File: src/rtl/mmu_pkg.sv
package mmu_pkg;

    // TLB geometry
    localparam int TLB_ENTRIES   = 16;
    localparam int TLB_INDEX_W   = 4;

    // address and page fields
    localparam int VADDR_W       = 32;
    localparam int VPN2_W        = 19;
    localparam int ASID_W        = 8;
    localparam int PFN_W         = 20;
    localparam int PAGE_OFFSET_W = 12;
    localparam int PADDR_W       = PFN_W + PAGE_OFFSET_W;
    localparam int CACHE_ATTR_W  = 3;

    // EntryLo layout: pfn, attribute, dirty, valid, global
    localparam int ENTRYLO_W        = PFN_W + CACHE_ATTR_W + 3;
    localparam int ENTRYLO_D_BIT    = 2;
    localparam int ENTRYLO_V_BIT    = 1;
    localparam int ENTRYLO_G_BIT    = 0;

    // EntryHi and Index layout
    localparam int ENTRYHI_VPN2_LSB = 13;
    localparam int INDEX_P_BIT      = 31;

    // one search answer packed as hit, index, lo0, lo1
    localparam int SEARCH_W = 1 + TLB_INDEX_W + 2 * ENTRYLO_W;

    // CP0 register numbers
    localparam int CP0_DATA_W = 32;
    localparam int CP0_SEL_W  = 5;
    localparam logic [CP0_SEL_W-1:0] CP0_SEL_INDEX    = 5'd0;
    localparam logic [CP0_SEL_W-1:0] CP0_SEL_RANDOM   = 5'd1;
    localparam logic [CP0_SEL_W-1:0] CP0_SEL_ENTRYLO0 = 5'd2;
    localparam logic [CP0_SEL_W-1:0] CP0_SEL_ENTRYLO1 = 5'd3;
    localparam logic [CP0_SEL_W-1:0] CP0_SEL_ENTRYHI  = 5'd10;

endpackage

File: src/rtl/tlb_write_if.sv
interface tlb_write_if;
    import mmu_pkg::*;

    // strobe and slot, from the instruction control
    logic                   we;
    logic [TLB_INDEX_W-1:0] windex;

    // entry contents, straight from the CP0 registers
    logic [CP0_DATA_W-1:0]  entryhi;
    logic [ENTRYLO_W-1:0]   entrylo0;
    logic [ENTRYLO_W-1:0]   entrylo1;

    modport ctrl (
        output we,
        output windex
    );

    modport regs (
        output entryhi,
        output entrylo0,
        output entrylo1
    );

    modport array (
        input we,
        input windex,
        input entryhi,
        input entrylo0,
        input entrylo1
    );

endinterface

File: src/rtl/tlb_search_if.sv
interface tlb_search_if;
    import mmu_pkg::*;

    // request side
    logic [VPN2_W-1:0]      vpn2;
    logic [ASID_W-1:0]      asid;

    // answer, combinational from the entry array
    logic                   hit;
    logic [TLB_INDEX_W-1:0] index;
    logic [ENTRYLO_W-1:0]   lo0;
    logic [ENTRYLO_W-1:0]   lo1;

    modport requester (
        output vpn2,
        output asid,
        input  hit,
        input  index,
        input  lo0,
        input  lo1
    );

    modport array (
        input  vpn2,
        input  asid,
        output hit,
        output index,
        output lo0,
        output lo1
    );

endinterface

File: src/rtl/tlb_ctrl.sv
module tlb_ctrl (
    input  logic                            aclk,
    input  logic                            rst_n,
    input  logic                            tlbwi,
    input  logic                            tlbwr,
    input  logic                            tlbp,
    input  logic [mmu_pkg::TLB_INDEX_W-1:0] index_field,
    output logic                            probe_capture,
    output logic [mmu_pkg::TLB_INDEX_W-1:0] random_value,
    tlb_write_if.ctrl                       wr
);
    import mmu_pkg::*;

    // Random counts down every cycle and wraps from 0 to the top entry
    always_ff @(posedge aclk) begin
        if (!rst_n) begin
            random_value <= TLB_INDEX_W'(TLB_ENTRIES - 1);
        end else begin
            random_value <= random_value - 1'b1;
        end
    end

    // tlbwr takes the slot from Random before it moves
    assign wr.we     = tlbwi | tlbwr;
    assign wr.windex = tlbwr ? random_value : index_field;

    // Index latches the probe result at the same edge
    assign probe_capture = tlbp;

endmodule

File: src/rtl/cp0_mmu_regs.sv
module cp0_mmu_regs (
    input  logic                            aclk,
    input  logic                            rst_n,
    input  logic                            cp0_wen,
    input  logic [mmu_pkg::CP0_SEL_W-1:0]   cp0_sel,
    input  logic [mmu_pkg::CP0_DATA_W-1:0]  cp0_wdata,
    output logic [mmu_pkg::CP0_DATA_W-1:0]  cp0_rdata,
    input  logic                            probe_capture,
    input  logic [mmu_pkg::TLB_INDEX_W-1:0] random_value,
    output logic [mmu_pkg::TLB_INDEX_W-1:0] index_field,
    output logic [mmu_pkg::ASID_W-1:0]      asid,
    tlb_write_if.regs                       wr,
    tlb_search_if.requester                 probe
);
    import mmu_pkg::*;

    logic                   index_p;
    logic [TLB_INDEX_W-1:0] index_val;
    logic [VPN2_W-1:0]      hi_vpn2;
    logic [ASID_W-1:0]      hi_asid;
    logic [ENTRYLO_W-1:0]   lo0;
    logic [ENTRYLO_W-1:0]   lo1;
    logic [CP0_DATA_W-1:0]  entryhi_word;

    always_ff @(posedge aclk) begin
        if (!rst_n) begin
            index_p   <= 1'b0;
            index_val <= '0;
            hi_vpn2   <= '0;
            hi_asid   <= '0;
            lo0       <= '0;
            lo1       <= '0;
        end else if (cp0_wen) begin
            // only the defined fields are kept, Random is read only
            case (cp0_sel)
                CP0_SEL_INDEX: begin
                    index_p   <= cp0_wdata[INDEX_P_BIT];
                    index_val <= cp0_wdata[TLB_INDEX_W-1:0];
                end
                CP0_SEL_ENTRYHI: begin
                    hi_vpn2 <= cp0_wdata[ENTRYHI_VPN2_LSB +: VPN2_W];
                    hi_asid <= cp0_wdata[ASID_W-1:0];
                end
                CP0_SEL_ENTRYLO0: lo0 <= cp0_wdata[ENTRYLO_W-1:0];
                CP0_SEL_ENTRYLO1: lo1 <= cp0_wdata[ENTRYLO_W-1:0];
                default: ;
            endcase
        end else if (probe_capture) begin
            // a failed probe leaves the index field alone
            index_p <= ~probe.hit;
            if (probe.hit) begin
                index_val <= probe.index;
            end
        end
    end

    assign entryhi_word = {hi_vpn2, {(ENTRYHI_VPN2_LSB - ASID_W){1'b0}}, hi_asid};

    always_comb begin
        case (cp0_sel)
            CP0_SEL_INDEX:
                cp0_rdata = {index_p, {(CP0_DATA_W - 1 - TLB_INDEX_W){1'b0}}, index_val};
            CP0_SEL_RANDOM:
                cp0_rdata = {{(CP0_DATA_W - TLB_INDEX_W){1'b0}}, random_value};
            CP0_SEL_ENTRYLO0: cp0_rdata = {{(CP0_DATA_W - ENTRYLO_W){1'b0}}, lo0};
            CP0_SEL_ENTRYLO1: cp0_rdata = {{(CP0_DATA_W - ENTRYLO_W){1'b0}}, lo1};
            CP0_SEL_ENTRYHI:  cp0_rdata = entryhi_word;
            default:          cp0_rdata = '0;
        endcase
    end

    // entry source for tlbwi and tlbwr
    assign wr.entryhi  = entryhi_word;
    assign wr.entrylo0 = lo0;
    assign wr.entrylo1 = lo1;

    // probe uses the current EntryHi
    assign probe.vpn2 = hi_vpn2;
    assign probe.asid = hi_asid;

    assign index_field = index_val;
    assign asid        = hi_asid;

endmodule

File: src/rtl/tlb_entry_array.sv
module tlb_entry_array (
    input  logic        aclk,
    input  logic        rst_n,
    tlb_write_if.array  wr,
    tlb_search_if.array ifetch,
    tlb_search_if.array data,
    tlb_search_if.array probe
);
    import mmu_pkg::*;

    // per-entry storage with the global bit kept once
    logic [TLB_ENTRIES-1:0] ent_used;
    logic [TLB_ENTRIES-1:0] ent_g;
    logic [VPN2_W-1:0]      ent_vpn2 [TLB_ENTRIES];
    logic [ASID_W-1:0]      ent_asid [TLB_ENTRIES];
    logic [ENTRYLO_W-2:0]   ent_lo0  [TLB_ENTRIES];
    logic [ENTRYLO_W-2:0]   ent_lo1  [TLB_ENTRIES];

    // empty slots never match, so a cleared array misses everywhere
    always_ff @(posedge aclk) begin
        if (!rst_n) begin
            ent_used <= '0;
        end else if (wr.we) begin
            ent_used[wr.windex] <= 1'b1;
        end
    end

    always_ff @(posedge aclk) begin
        if (wr.we) begin
            ent_vpn2[wr.windex] <= wr.entryhi[ENTRYHI_VPN2_LSB +: VPN2_W];
            ent_asid[wr.windex] <= wr.entryhi[ASID_W-1:0];
            ent_g[wr.windex]    <= wr.entrylo0[ENTRYLO_G_BIT] & wr.entrylo1[ENTRYLO_G_BIT];
            ent_lo0[wr.windex]  <= wr.entrylo0[ENTRYLO_W-1:1];
            ent_lo1[wr.windex]  <= wr.entrylo1[ENTRYLO_W-1:1];
        end
    end

    // at most one entry matches, so the fields are simply or-ed together
    function automatic logic [SEARCH_W-1:0] search(
        input logic [VPN2_W-1:0] vpn2,
        input logic [ASID_W-1:0] asid
    );
        logic                   hit;
        logic [TLB_INDEX_W-1:0] idx;
        logic [ENTRYLO_W-1:0]   lo0;
        logic [ENTRYLO_W-1:0]   lo1;
        hit = 1'b0;
        idx = '0;
        lo0 = '0;
        lo1 = '0;
        for (int i = 0; i < TLB_ENTRIES; i++) begin
            if (ent_used[i] && ent_vpn2[i] == vpn2 && (ent_g[i] || ent_asid[i] == asid)) begin
                hit = 1'b1;
                idx = idx | TLB_INDEX_W'(i);
                lo0 = lo0 | {ent_lo0[i], ent_g[i]};
                lo1 = lo1 | {ent_lo1[i], ent_g[i]};
            end
        end
        return {hit, idx, lo0, lo1};
    endfunction

    // the searches also follow entry writes, not only the request
    always_comb begin
        {ifetch.hit, ifetch.index, ifetch.lo0, ifetch.lo1} = search(ifetch.vpn2, ifetch.asid);
    end

    always_comb begin
        {data.hit, data.index, data.lo0, data.lo1} = search(data.vpn2, data.asid);
    end

    always_comb begin
        {probe.hit, probe.index, probe.lo0, probe.lo1} = search(probe.vpn2, probe.asid);
    end

endmodule

File: src/rtl/tlb_translate.sv
module tlb_translate (
    input  logic                          aclk,
    input  logic                          rst_n,
    input  logic                          req,
    input  logic [mmu_pkg::VADDR_W-1:0]   vaddr,
    input  logic [mmu_pkg::ASID_W-1:0]    asid,
    output logic                          done,
    output logic [mmu_pkg::PADDR_W-1:0]   paddr,
    output logic                          miss,
    output logic                          invalid,
    output logic                          dirty,
    tlb_search_if.requester               lookup
);
    import mmu_pkg::*;

    logic [ENTRYLO_W-1:0] page_lo;

    assign lookup.vpn2 = vaddr[VADDR_W-1 -: VPN2_W];
    assign lookup.asid = asid;

    // odd page when the bit just above the offset is set
    assign page_lo = vaddr[PAGE_OFFSET_W] ? lookup.lo1 : lookup.lo0;

    always_ff @(posedge aclk) begin
        if (!rst_n) begin
            done <= 1'b0;
        end else begin
            done <= req;
        end
    end

    // result held until the next request
    always_ff @(posedge aclk) begin
        if (req) begin
            miss <= ~lookup.hit;
            if (lookup.hit) begin
                paddr   <= {page_lo[ENTRYLO_W-1 -: PFN_W], vaddr[PAGE_OFFSET_W-1:0]};
                invalid <= ~page_lo[ENTRYLO_V_BIT];
                dirty   <= page_lo[ENTRYLO_D_BIT];
            end else begin
                paddr   <= '0;
                invalid <= 1'b0;
                dirty   <= 1'b0;
            end
        end
    end

endmodule

File: src/rtl/mmu_top.sv
module mmu_top (
    input  logic                           aclk,
    input  logic                           rst_n,
    // instruction fetch lookup
    input  logic                           i_req,
    input  logic [mmu_pkg::VADDR_W-1:0]    i_vaddr,
    output logic                           i_done,
    output logic [mmu_pkg::PADDR_W-1:0]    i_paddr,
    output logic                           i_miss,
    output logic                           i_invalid,
    // data lookup
    input  logic                           d_req,
    input  logic [mmu_pkg::VADDR_W-1:0]    d_vaddr,
    output logic                           d_done,
    output logic [mmu_pkg::PADDR_W-1:0]    d_paddr,
    output logic                           d_miss,
    output logic                           d_invalid,
    output logic                           d_dirty,
    // software register access
    input  logic                           cp0_wen,
    input  logic [mmu_pkg::CP0_SEL_W-1:0]  cp0_sel,
    input  logic [mmu_pkg::CP0_DATA_W-1:0] cp0_wdata,
    output logic [mmu_pkg::CP0_DATA_W-1:0] cp0_rdata,
    // TLB instructions
    input  logic                           tlbwi,
    input  logic                           tlbwr,
    input  logic                           tlbp
);
    import mmu_pkg::*;

    logic                   probe_capture;
    logic [TLB_INDEX_W-1:0] random_value;
    logic [TLB_INDEX_W-1:0] index_field;
    logic [ASID_W-1:0]      cur_asid;

    tlb_write_if  tlb_wr ();
    tlb_search_if ifetch_search ();
    tlb_search_if data_search ();
    tlb_search_if probe_search ();

    tlb_ctrl u_tlb_ctrl (
        .aclk          (aclk),
        .rst_n         (rst_n),
        .tlbwi         (tlbwi),
        .tlbwr         (tlbwr),
        .tlbp          (tlbp),
        .index_field   (index_field),
        .probe_capture (probe_capture),
        .random_value  (random_value),
        .wr            (tlb_wr.ctrl)
    );

    cp0_mmu_regs u_cp0_mmu_regs (
        .aclk          (aclk),
        .rst_n         (rst_n),
        .cp0_wen       (cp0_wen),
        .cp0_sel       (cp0_sel),
        .cp0_wdata     (cp0_wdata),
        .cp0_rdata     (cp0_rdata),
        .probe_capture (probe_capture),
        .random_value  (random_value),
        .index_field   (index_field),
        .asid          (cur_asid),
        .wr            (tlb_wr.regs),
        .probe         (probe_search.requester)
    );

    tlb_entry_array u_tlb_entry_array (
        .aclk   (aclk),
        .rst_n  (rst_n),
        .wr     (tlb_wr.array),
        .ifetch (ifetch_search.array),
        .data   (data_search.array),
        .probe  (probe_search.array)
    );

    tlb_translate ifetch_xlat (
        .aclk    (aclk),
        .rst_n   (rst_n),
        .req     (i_req),
        .vaddr   (i_vaddr),
        .asid    (cur_asid),
        .done    (i_done),
        .paddr   (i_paddr),
        .miss    (i_miss),
        .invalid (i_invalid),
        .dirty   (),
        .lookup  (ifetch_search.requester)
    );

    tlb_translate data_xlat (
        .aclk    (aclk),
        .rst_n   (rst_n),
        .req     (d_req),
        .vaddr   (d_vaddr),
        .asid    (cur_asid),
        .done    (d_done),
        .paddr   (d_paddr),
        .miss    (d_miss),
        .invalid (d_invalid),
        .dirty   (d_dirty),
        .lookup  (data_search.requester)
    );

endmodule

File: config.mk
export PLATFORM = sky130hd
export DESIGN_NAME = mmu_top
export DESIGN_NICKNAME = d
export VERILOG_FILES = /design/src/rtl/mmu_pkg.sv /design/src/rtl/tlb_write_if.sv /design/src/rtl/tlb_search_if.sv /design/src/rtl/tlb_ctrl.sv /design/src/rtl/cp0_mmu_regs.sv /design/src/rtl/tlb_entry_array.sv /design/src/rtl/tlb_translate.sv /design/src/rtl/mmu_top.sv
export SDC_FILE = /design/constraint.sdc
export NUM_CORES = 2
export LEC_CHECK = 0
export BUFFER_PORTS_ARGS = -buffer_cell sky130_fd_sc_hd__buf_2
export CORE_MARGIN = 8
export CORE_UTILIZATION = 56
export DETAILED_ROUTE_END_ITERATION = 12
export PLACE_DENSITY = 0.74
export SYNTH_ARGS = -nofsm -noshare
export SYNTH_HDL_FRONTEND = slang
export SYNTH_SLANG_ARGS = --single-unit
File: constraint.sdc
create_clock -name aclk -period 5.46 [get_ports aclk]
set_input_delay 1.092 -clock aclk [delete_from_list [all_inputs] [get_ports aclk]]
set_output_delay 1.092 -clock aclk [all_outputs]
set_load 0.03 [all_outputs]
==> flow_summary_export.csv <==
group,metric,value,unit
pwr,power.leakage,25.00,nW
grt,grt-ovfl-total,0,
pwr,power.density,315.9,mW/mm^2
grt,grt_pass1_vias,44410,
sta,maxSlewViolCount,0,
placed_design,gp_congestion,0.9814,
floorplan,coreArea,0.1089,sq mm
synthesis,synthCells,4469,
clock_network,clockBufferDepth,3,
clock_network,insertion_delay,0.78,ns
pwr,vdd_drop_max,0.0003533,V
clock_network,cts-root-buf,"clkbuf_16",
clock_network,clock-sinks,1327,
floorplan,start_util,56.50,%
worst_setup_path,critPathKind,"register to register",
sta,rsz0062_at_grt,"no",
synthesis,yosysTopAreaCell,"edfxtp_1",
worst_setup_path,startpoint,"u_cp0_mmu_regs.asid[1]",
pwr,netSwitchingFraction,22.36,%
clock_network,cts.htree.levels,4,
pwr,p_comb_share,4.7,%
route,num_vias,45290,
clock_network,cts_tree,"built",
run_status,outcome,"finished, final reports clean",
final_layout,drive_above_1_share,14.30,%
synthesis,ys_seq_area_share,63.06,%
synthesis,syn_avg_cell_area,13.76,sq um
worst_setup_path,path_max_fanout,45,
sta,finalSetupViolCount,0,
synthesis,synthArstFlopShare,0,%
sta,max_freq,228.2,MHz
route,route.antenna.remaining_nets,0,
synthesis,synth_edf_count,1221,
worst_setup_path,start_kind,"register",
clock_network,numCtsBuffers,137,
final_layout,final_util,63.77,%
sta,fin_tns_setup,0,ns
route,dr.pass1.iters,11,
synthesis,synth_area_leaders,"edfxtp_1 60%, xor2_1 10%, a22oi_1 5.4%",
sta,fin_crit_sh,80.25,%
placed_design,port_buffers,211,
worst_setup_path,reg2reg_from,"u_cp0_mmu_regs.asid[1]",
clock_network,clk_transition_reported_paths,0.06,ns
clock_network,hold_buffers,0,
synthesis,ys_types,52,
route,avgViaCountPerCell,7.274,
worst_setup_path,r2r_setup_slack,1.08,ns
final_layout,fill_cells,7859,
worst_setup_path,r2r_cells,9,
route,wl_per_cell,35.91,um
worst_setup_path,cp_data_arrival_time,4.89,ns
synthesis,ys_warn_count,0,
sta,finalHoldViolCount,0,
worst_setup_path,crit_end,"data_xlat.paddr[5]",
synthesis,synth_nets,4579,
sta,tightest_slew,1.267,ns
clock_network,cts_setup_buffers,0,
synthesis,netlist_area,0.06151,sq mm
pwr,cellInternalPower,0.01703,W
placed_design,dp_hpwl,132900,um
grt,antenna_found_initial,5,
floorplan,die_x,347.4,um
route,drtIter0Drc,9100,
final_layout,num-nets-final,4812,
grt,grt_max_degree,74,
grt,track_usage,35.72,%
sta,slew-limit-headroom,15.51,%
floorplan,rows,121,
synthesis,ys_seq_elements,1327,
sta,skew,0.03073,ns
worst_setup_path,cp-end-kind,"register",
worst_setup_path,required,5.97,ns
synthesis,synth_ff_type,"edfxtp_1",
route,drt_wl_total,223600,um
run,cap_violations,0,
pwr,p_seq_share,51.8,%
floorplan,dieArea,0.1207,sq mm
synthesis,yosys.area.top_type_share,59.61,%
final_layout,area_growth,12.86,%
pwr,p_switching,0.004903,W
grt,grt_first_pass_wirelength,314200,um
worst_setup_path,reg2reg_to,"data_xlat.paddr[5]",
worst_hold_path,min_path_type,"register to register",
floorplan,die_h,347.4,um
floorplan,floorplan.io_pins,212,
pwr,power.share.clock,43.5,%
clock_network,post_cts_resized,0,
sta,finalCriticalPeriod,4.382,ns
route,drc,0,
[worst min-delay path by stage]
stage / to / slack (ns) / cells past startpoint / start
after floorplan: u_tlb_ctrl.random_value[0] / 0.41 / 1 / u_tlb_ctrl.random_value[0]
after global placement: u_cp0_mmu_regs.wr.entrylo0[5] / 0.44 / 2 / u_cp0_mmu_regs.wr.entrylo0[5]
after detailed placement: u_cp0_mmu_regs.wr.entrylo0[4] / 0.45 / 2 / u_cp0_mmu_regs.wr.entrylo0[4]
after CTS: u_cp0_mmu_regs.wr.entrylo0[4] / 0.46 / 2 / u_cp0_mmu_regs.wr.entrylo0[4]
after global routing: u_cp0_mmu_regs.wr.entrylo1[4] / 0.48 / 2 / u_cp0_mmu_regs.wr.entrylo1[4]
final: u_cp0_mmu_regs.wr.entrylo0[4] / 0.46 / 2 / u_cp0_mmu_regs.wr.entrylo0[4]
[cell type report]
cell class,instances,area (sq um),area share (%)
Inverter,28,106.4,0.1532
Antenna cell,2,5.005,0.007210
Clock buffer,172,3705,5.337
Sequential cell,1327,38810,55.92
Clock inverter,76,808.3,1.164
Multi-Input combinational cell,2807,21140,30.45
Timing Repair Buffer,401,3070,4.423
Tap cell,1414,1769,2.549
[per-stage QoR]
stage	power [W]	instances	setup slack, ns	hold WS, ns	cell area (sq um)
floorplan	0.01210	4469	0.2666	0.4076	61510
global placement	0.01254	5977	0.8718	0.4416	64900
detailed placement	0.01255	5977	0.9413	0.4527	64900
CTS	0.02191	6225	1.156	0.4588	69410
global route	0.02234	6225	1.013	0.4807	69410
finish	0.02193	6227	1.078	0.4597	69420
[registers in the layout (all words and copies together) (netlist names), 26 cells and up]
register and count:
u_tlb_entry_array.ent_lo1 352, u_tlb_entry_array.ent_asid 128, u_cp0_mmu_regs.wr.entrylo1 26, ifetch_xlat.paddr 32, u_tlb_entry_array.ent_vpn2 304, u_tlb_entry_array.ent_lo0 352, u_cp0_mmu_regs.wr.entrylo0 26, data_xlat.paddr 32
[metal layers]
metal	share of wire [%]	GRT usage, %	vias to the layer above
li1	-	-	17810
met1	35	46.75	21800
met2	43	52.90	4555
met3	16	10.75	1134
met4	7.1	20.70	0
met5	0	0	-
[synthesized netlist by cell type, drive strengths merged (2+ instances only)]
cell,count
a2111oi,43
inv,28
nor3b,2
o21a,2
clkbuf,80
nand4b,11
a22o,43
a22oi,446
a32oi,4
buf,227
xor2,735
a21oi,101
nor2,99
nor4,200
a31oi,39
o21ai,4
edfxtp,1221
a221oi,38
nor3,16
nor4b,32
xnor2,307
nand4,147
mux2i,3
and2,37
nand2,225
dfxtp,106
nand3,153
a222oi,107
[critical path, stage by stage (launching register included)]
cell and delay (ns):
dfxtp_1 0.85, buf_4 0.30, xor2_1 0.15, nor4_1 0.08, a21oi_2 0.61, nor4b_4 0.13
buf_12 0.24, nor4_1 0.42, nand4_1 0.78, and2_1 0.47
[kinds of logic after synthesis]
| kind of cell | Yosys count | synth area share, % |
|---|---|---|
| multiplexers | 3 | 0.04883 |
| XOR/XNOR | 1042 | 14.84 |
| AO/OA/AOI/OAI | 833 | 10.47 |
| flip-flops | 1327 | 63.06 |
| AND/OR/NAND/NOR | 928 | 8.741 |
| buffers and inverters | 335 | 2.813 |
| adder cells (fa/ha/maj) | 1 | 0.02034 |
[power by group through the flow]
stage	combinational, W	clock (W)	sequential [W]
after detailed placement	0.000990	0	0.0116
final	0.00102	0.00955	0.0114
after floorplan	0.000526	0	0.0116
after CTS	0.000995	0.00957	0.0114
after global routing	0.00105	0.00992	0.0114
after global placement	0.000981	0	0.0116
[placed cells by master, fill, tap and decap left out, types with 5 or more instances in the layout]
cell type and n:
a2111oi_0 43, a21oi_1 91, a21oi_2 10, a221oi_1 38, a222oi_1 107, a22o_1 43
a22oi_1 446, a31oi_1 38, and2_1 37, buf_12 47, buf_2 211, buf_4 143
bufinv_16 15, clkbuf_1 25, clkbuf_16 141, clkbuf_8 6, clkinv_1 25, clkinv_2 24
dfxtp_1 84, dfxtp_2 22, edfxtp_1 1221, inv_1 27, inv_6 5, nand2_1 225
nand3_1 153, nand4_1 147, nand4b_1 11, nor2_1 83, nor2_4 16, nor3_1 15
nor4_1 194, nor4b_4 29, xnor2_1 307, xor2_1 735
No activity file was read; power rests on OpenSTA's default activity.
